**config.mk**
```make
export PLATFORM = sky130hd
export DESIGN_NAME = system
export DESIGN_NICKNAME = d
export VERILOG_FILES = /design/src/common/isa_pkg.sv /design/src/common/system_pkg.sv /design/src/cpu/cpu_core.sv /design/src/logic/memory.sv /design/src/logic/program_loader.sv /design/src/logic/system.sv
export SDC_FILE = /design/constraint.sdc
export NUM_CORES = 1
export LEC_CHECK = 0
export BUFFER_PORTS_ARGS = -buffer_cell sky130_fd_sc_hd__buf_2
export CORE_UTILIZATION = 40
export CTS_CLUSTER_DIAMETER = 80
export CTS_CLUSTER_SIZE = 28
export DETAILED_ROUTE_END_ITERATION = 6
export SKIP_CTS_REPAIR_TIMING = 1
export SYNTH_ARGS = -nofsm -noshare
export SYNTH_HDL_FRONTEND = slang
export SYNTH_SLANG_ARGS = --single-unit
```
**constraint.sdc**
```tcl
create_clock -name clock -period 4.57 [get_ports clock]
set_clock_uncertainty 0.1 [all_clocks]
set_input_delay 0.2285 -clock clock [delete_from_list [all_inputs] [get_ports clock]]
set_output_delay 0.2285 -clock clock [all_outputs]
set_load 0.02 [all_outputs]
```
**src/common/program.hex**
```
// One 16-bit hex word per line for addresses 0 to 31
// Opcode in the top nibble and operand address in the low 5 bits
1015 // LOAD 21
3014 // ADD 20
2015 // STORE 21
1014 // LOAD 20
4016 // SUB 22
2014 // STORE 20
6008 // JZ 8
5000 // JUMP 0
1015 // LOAD 21
7000 // HALT
0000
0000
0000
0000
0000
0000
0000
0000
0000
0000
000A // counter, starts at 10
0000 // running sum
0001 // decrement step
0000
0000
0000
0000
0000
0000
0000
0000
0000

```
**src/common/isa_pkg.sv**
```systemverilog
package isa_pkg;

    // Data path and instruction word width
    localparam int word_width = 16;

    // Instruction field widths
    localparam int opcode_width = 4;
    localparam int operand_width = 5;
    localparam int spare_width = word_width - opcode_width - operand_width;

    // Opcode encodings, zero is left undefined so blank memory halts
    typedef enum logic [opcode_width-1:0] {
        op_load  = 4'h1,
        op_store = 4'h2,
        op_add   = 4'h3,
        op_sub   = 4'h4,
        op_jump  = 4'h5,
        op_jz    = 4'h6,
        op_halt  = 4'h7
    } opcode_t;

    // Instruction word layout, opcode in the top nibble
    typedef struct packed {
        opcode_t                  opcode;
        logic [spare_width-1:0]   unused;
        logic [operand_width-1:0] addr;
    } instr_t;

endpackage

```
**src/common/system_pkg.sv**
```systemverilog
package system_pkg;

    import isa_pkg::*;

    // RAM geometry
    localparam int mem_depth = 32;
    localparam int addr_width = $clog2(mem_depth);

    // Request presented to the shared memory port
    typedef struct packed {
        logic [addr_width-1:0] addr;
        logic [word_width-1:0] wdata;
        logic                  write;
    } mem_req_t;

    // Top level control states
    typedef enum logic [1:0] {
        st_idle,
        st_loading,
        st_executing,
        st_halted
    } system_state_t;

    // Program image read by the loader
    localparam string program_file = "/design/src/common/program.hex";

endpackage

```
**src/cpu/cpu_core.sv**
```systemverilog
`timescale 1ns/1ps

module cpu_core
    import isa_pkg::*, system_pkg::*;
(
    input  logic                  clock,
    input  logic                  reset,
    input  logic                  start_execution,
    input  logic [word_width-1:0] rdata,
    output mem_req_t              mem_req,
    output logic [word_width-1:0] acc,
    output logic                  halted
);

    typedef enum logic [1:0] {
        cpu_fetch,
        cpu_decode,
        cpu_execute
    } cpu_state_t;

    cpu_state_t            cpu_state;
    logic [addr_width-1:0] pc;
    instr_t                ir;
    instr_t                fetched;
    logic                  run;

    // Word returned for the fetch address, valid in decode
    assign fetched = instr_t'(rdata);

    // Everything freezes once halted or while the controller holds us off
    assign run = start_execution && !halted;

    // Memory port: pc during fetch, operand address during decode
    always_comb begin
        mem_req.addr = pc;
        mem_req.wdata = acc;
        mem_req.write = 1'b0;
        if (cpu_state == cpu_decode) begin
            mem_req.addr = fetched.addr;
            mem_req.write = run && (fetched.opcode == op_store);
        end
    end

    // Sequencer and architectural state
    always_ff @(posedge clock or posedge reset) begin
        if (reset) begin
            cpu_state <= cpu_fetch;
            pc <= '0;
            acc <= '0;
            halted <= 1'b0;
        end else if (run) begin
            case (cpu_state)
                cpu_fetch: begin
                    cpu_state <= cpu_decode;
                end

                cpu_decode: begin
                    cpu_state <= cpu_fetch;
                    case (fetched.opcode)
                        // Operand read issued this cycle, result lands in execute
                        op_load, op_add, op_sub: begin
                            cpu_state <= cpu_execute;
                        end
                        op_store: begin
                            pc <= pc + 1'b1;
                        end
                        op_jump: begin
                            pc <= fetched.addr;
                        end
                        op_jz: begin
                            if (acc == '0) begin
                                pc <= fetched.addr;
                            end else begin
                                pc <= pc + 1'b1;
                            end
                        end
                        op_halt: begin
                            halted <= 1'b1;
                        end
                        // Undefined opcodes stop the machine as well
                        default: begin
                            halted <= 1'b1;
                        end
                    endcase
                end

                cpu_execute: begin
                    case (ir.opcode)
                        op_load: acc <= rdata;
                        op_add:  acc <= acc + rdata;
                        op_sub:  acc <= acc - rdata;
                        default: acc <= acc;
                    endcase
                    pc <= pc + 1'b1;
                    cpu_state <= cpu_fetch;
                end

                default: begin
                    cpu_state <= cpu_fetch;
                end
            endcase
        end
    end

    // Instruction register, only read back in execute
    always_ff @(posedge clock) begin
        if (run && cpu_state == cpu_decode) begin
            ir <= fetched;
        end
    end

endmodule

```
**src/logic/memory.sv**
```systemverilog
`timescale 1ns/1ps

module memory
    import isa_pkg::*, system_pkg::*;
(
    input  logic                  clock,
    input  logic                  reset,
    input  mem_req_t              req,
    output logic [word_width-1:0] rdata
);

    logic [word_width-1:0] ram [mem_depth];

    // Write port, contents survive reset
    always_ff @(posedge clock) begin
        if (req.write) begin
            ram[req.addr] <= req.wdata;
        end
    end

    // Registered read, returns the old word on a same-cycle write
    always_ff @(posedge clock or posedge reset) begin
        if (reset) begin
            rdata <= '0;
        end else begin
            rdata <= ram[req.addr];
        end
    end

endmodule

```
**src/logic/program_loader.sv**
```systemverilog
`timescale 1ns/1ps

module program_loader
    import isa_pkg::*, system_pkg::*;
(
    input  logic     clock,
    input  logic     reset,
    input  logic     start_load,
    output logic     load_complete,
    output mem_req_t mem_req
);

    logic [word_width-1:0] rom [mem_depth];
    logic [addr_width-1:0] count;

    // Fixed program image
    initial begin
        $readmemh(program_file, rom);
    end

    // Word counter, restarts from zero whenever loading is not requested
    always_ff @(posedge clock or posedge reset) begin
        if (reset) begin
            count <= '0;
        end else if (!start_load) begin
            count <= '0;
        end else begin
            count <= count + 1'b1;
        end
    end

    // High during the write of the last word
    assign load_complete = start_load && (count == addr_width'(mem_depth - 1));

    // One write per cycle while loading
    always_comb begin
        mem_req.addr = count;
        mem_req.wdata = rom[count];
        mem_req.write = start_load;
    end

endmodule

```
**src/logic/system.sv**
```systemverilog
`timescale 1ns/1ps

module system
    import isa_pkg::*, system_pkg::*;
(
    input  logic                  clock,
    input  logic                  reset,
    input  logic                  start,
    output system_state_t         state,
    output logic                  halted,
    output logic [word_width-1:0] acc
);

    logic                  start_load;
    logic                  load_complete;
    logic                  start_execution;
    logic [word_width-1:0] rdata;
    mem_req_t              cpu_req;
    mem_req_t              loader_req;
    mem_req_t              mem_req;

    cpu_core cpu_core_inst (
        .clock           (clock),
        .reset           (reset),
        .start_execution (start_execution),
        .rdata           (rdata),
        .mem_req         (cpu_req),
        .acc             (acc),
        .halted          (halted)
    );

    memory memory_inst (
        .clock (clock),
        .reset (reset),
        .req   (mem_req),
        .rdata (rdata)
    );

    program_loader program_loader_inst (
        .clock         (clock),
        .reset         (reset),
        .start_load    (start_load),
        .load_complete (load_complete),
        .mem_req       (loader_req)
    );

    assign start_load = (state == st_loading);

    // Loader owns the RAM only while loading
    assign mem_req = start_load ? loader_req : cpu_req;

    // Control FSM
    always_ff @(posedge clock or posedge reset) begin
        if (reset) begin
            state <= st_idle;
            start_execution <= 1'b0;
        end else begin
            case (state)
                st_idle: begin
                    if (start) begin
                        state <= st_loading;
                    end
                end

                st_loading: begin
                    if (load_complete) begin
                        state <= st_executing;
                        start_execution <= 1'b1;
                    end
                end

                st_executing: begin
                    if (halted) begin
                        state <= st_halted;
                        start_execution <= 1'b0;
                    end
                end

                // Terminal until the next reset
                default: begin
                    start_execution <= 1'b0;
                end
            endcase
        end
    end

endmodule

```
==> impl_metrics.toml <==
[sta]
maxSlewViolCount = 0
slew_headroom_pct = 34.0
holdWs_ns = 0.0101
min_period_over_period_pct = 84.9
final.setup.worst_slack_ns = 0.690
period_minus_slack_ns = 3.88
fmax_mhz = 258
tightest_slew_ns = 0.986
finalSetupViolCount = 0
setup_tns_ns = 0
final-hold-violation-count = 0
rsz0062_at_grt = "no"

[die]
die_w_um = 243
die_h_um = 243
start_util_pct = 40.7
num_rows = 87
core_area_um2 = 56800
dieArea_um2 = 58800
ios = 22

[worst_setup_path]
r2r_cells = 10
path_cells = "inv_1 -> ha_2 -> nor2b_4 -> o21bai_4 -> buf_12 -> buf_12 -> mux4_2 -> nor2b_1 -> a21oi_1 -> nand4_1"
r2r-start = "state[1]"
crit_path_frequent_cell = "buf_12"
cp_slowest_cell = "ha_2"
crit_buf_inv = 3
cp_top_family = "compound AO/OA/AOI/OAI gates"
worst-r2r-setup-slack_ns = 0.69
reg2reg_to = "memory_inst.rdata[7]"
cp_slowest_stage_delay_ns = 0.59
worstSetupPathType = "reg -> reg"
cp.arrival_ns = 4.22
cp-end-kind = "register"
crit_path_start_kind = "register"
worst_ep_required_time_ns = 4.90
worstPathMaxFanout = 27

[grt]
grt_pass1_wl_um = 83000
grt_pass1_vias = 12055
grt.total_usage_pct = 19.2
grt_overflow = 0
grt_start_max_net_pins = 70
grt_antenna_before_repair = 2

[final_layout]
drive_gt1_share_pct = 22.4
areaGrowthSynthToFinish_pct = 10.5
stdcell_area_um2 = 25600
fin_nets = 1379
fill_cells = 4836

[synthesis]
synth_commonest_cells = "edfxtp_1 (516), mux4_2 (128), a21oi_1 (79)"
mappedNetlistArea_um2 = 23100
yosysWarnings = 0
synth_cell_type_count = 60
syn_inst = 1272
yosysTopAreaCellShare_pct = 66.9
async_reset_ff_share_pct = 8.51
synth_ff_type = "edfxtp_1"
synth.avg_cell_area_um2 = 18.2
synth-edff-count = 516
synth_seq_area_share_pct = 72.1
synth_area_leaders = "edfxtp_1 (67%), mux4_2 (12%), dfrtp_1 (5.2%)"
synth_nets = 1303
ys_ff_latch = 564
yosysMostFrequentCell = "edfxtp_1"
synth_top_area_cell = "edfxtp_1"

[power]
p_leak_nw = 7.17
powerDensity_nw_per_um2 = 336
ir_worst_vdd_uv = 264
p_total_mw = 8.58

[detailed_routing]
antenna_left = 0
first_pass_iters = 5
drtIter0Drc = 1095
remaining_drc_errors = 0
via_per_inst = 5.65
num_vias = 11982
wl_per_cell_um = 26.5
routed_wl_um = 56300

[clock_network]
clk_latency_ns = 0.62
cts_tree = "yes"
htreeDepth = 1
clk_pin_slew_ns = 0.09
clkSinkCount = 564
clock_path_buffers = 3
cts_root_buffer = "clkbuf_16"
numCtsBuffers = 29

[worst_hold_path]
hold-path-endpoint = "state[0]"
hold_depth = 4
hold_path.class = "in -> reg"
hp-start = "start"

[place]
io_buffers = 21
place_hpwl_um = 35800
pre_cts_ws_ns = 0.687
placed_cell_area_um2 = 24600
place_congestion = 0.836

[job]
drv_cap = 0

[run_status]
outcome = "completed"
==> report_power, final <==
group	leakage, nW	switching (mW)	internal, mW	total [mW]
Sequential	4.12	0	5.54	5.54
Clock	0.456	1.70	1.33	3.03
Combinational	2.60	0.0101	0.00180	0.0119
Total	7.17	1.71	6.88	8.58
==> worst reg2reg max path, stage by stage (launching register included) <==
cell and delay, ns:
dfrtp_1 0.42, inv_1 0.13, ha_2 0.59, nor2b_4 0.28, o21bai_4 0.16, buf_12 0.27
buf_12 0.31, mux4_2 0.55, nor2b_1 0.15, a21oi_1 0.57, nand4_1 0.19
==> registers in the layout, summed over array words and instances, names as in the netlist <==
register                   flops
state                          2
memory_inst.rdata             16
memory_inst.ram              512
cpu_core_inst.ir               4
cpu_core_inst.acc             16
program_loader_inst.count      5
cpu_core_inst.pc               5
start_execution                1
cpu_core_inst.halted           1
cpu_core_inst.cpu_state        2
==> placed cells by master, fill, tap and decap left out, types with 4 or more instances in the layout <==
cell type and n:
nor2_1 60, o21ai_1 4, mux2i_1 12, nor3_2 4, buf_12 6, nor2b_1 41, clkinvlp_4 4, nand4_1 20
buf_4 69, o22ai_1 10, ha_1 26, inv_1 18, a21o_1 8, nand2b_1 5, nand2_1 35, mux4_2 128
a31oi_1 8, and3_1 4, buf_2 21, xor2_1 8, o21a_1 5, nor3_1 7, and2_1 32, edfxtp_1 516
dfrtp_1 48, nor2b_2 15, clkbuf_16 29, nor4_1 4, nand3_1 15, or3_1 5, a21oi_1 79, o21ai_0 34
xnor2_1 19
==> metrics by stage <==
stage	utilization, %	instances
after global placement	43.3	2072
after floorplan	-	1272
after detailed placement	43.3	2072
after global routing	45.0	2121
final	45.0	2122
after CTS	45.0	2120
==> final cells by class <==
cell class / instances / area (um2) / share of cell area, %
sequential: 564 / 16700 / 65.3
multi-input combinational: 637 / 6160 / 24.1
tap: 756 / 946 / 3.70
timing repair buffer: 97 / 753 / 2.94
clock buffer: 30 / 729 / 2.85
clock inverter: 18 / 224 / 0.876
inverter: 19 / 71.3 / 0.279
antenna: 1 / 2.50 / 0.00978
==> cell families (layout without fill, tap and decap cells) <==
group,count (synthesis),count (layout),share of synthesized area (%)
AOI/OAI and AO/OA,176,176,4.49
and+or+nand+nor,264,264,6.05
muxes,142,142,13.1
xor gates and xnor gates,27,27,1.02
buffers and inverters,71,164,1.69
adders and majority gates,28,28,1.55
other,0,1,0
DFF,564,564,72.1
==> layer usage <==
| layer | GRT usage (%) | part of all wire [%] | up-vias | wire length (um) |
|---|---|---|---|---|
| li1 | - | - | 5209 | - |
| met1 | 27.0 | 43 | 6334 | 24000 |
| met2 | 30.4 | 47 | 365 | 26700 |
| met3 | 3.83 | 7.1 | 72 | 3980 |
| met4 | 5.59 | 3.0 | 2 | 1680 |
| met5 | 0 | 0.023 | - | 13 |
==> how the worst max path moves through the flow <==
stage / endpoint / startpoint / depth (start not counted)
final: memory_inst.rdata[7] / state[1] / 10
after global routing: memory_inst.rdata[7] / state[1] / 10
after CTS: memory_inst.rdata[7] / state[1] / 10
after detailed placement: memory_inst.rdata[7] / state[1] / 10
after global placement: memory_inst.rdata[7] / state[1] / 10
after floorplan: cpu_core_inst.acc[10] / cpu_core_inst.ir[13] / 11
Power figures use the tool's default switching activity.
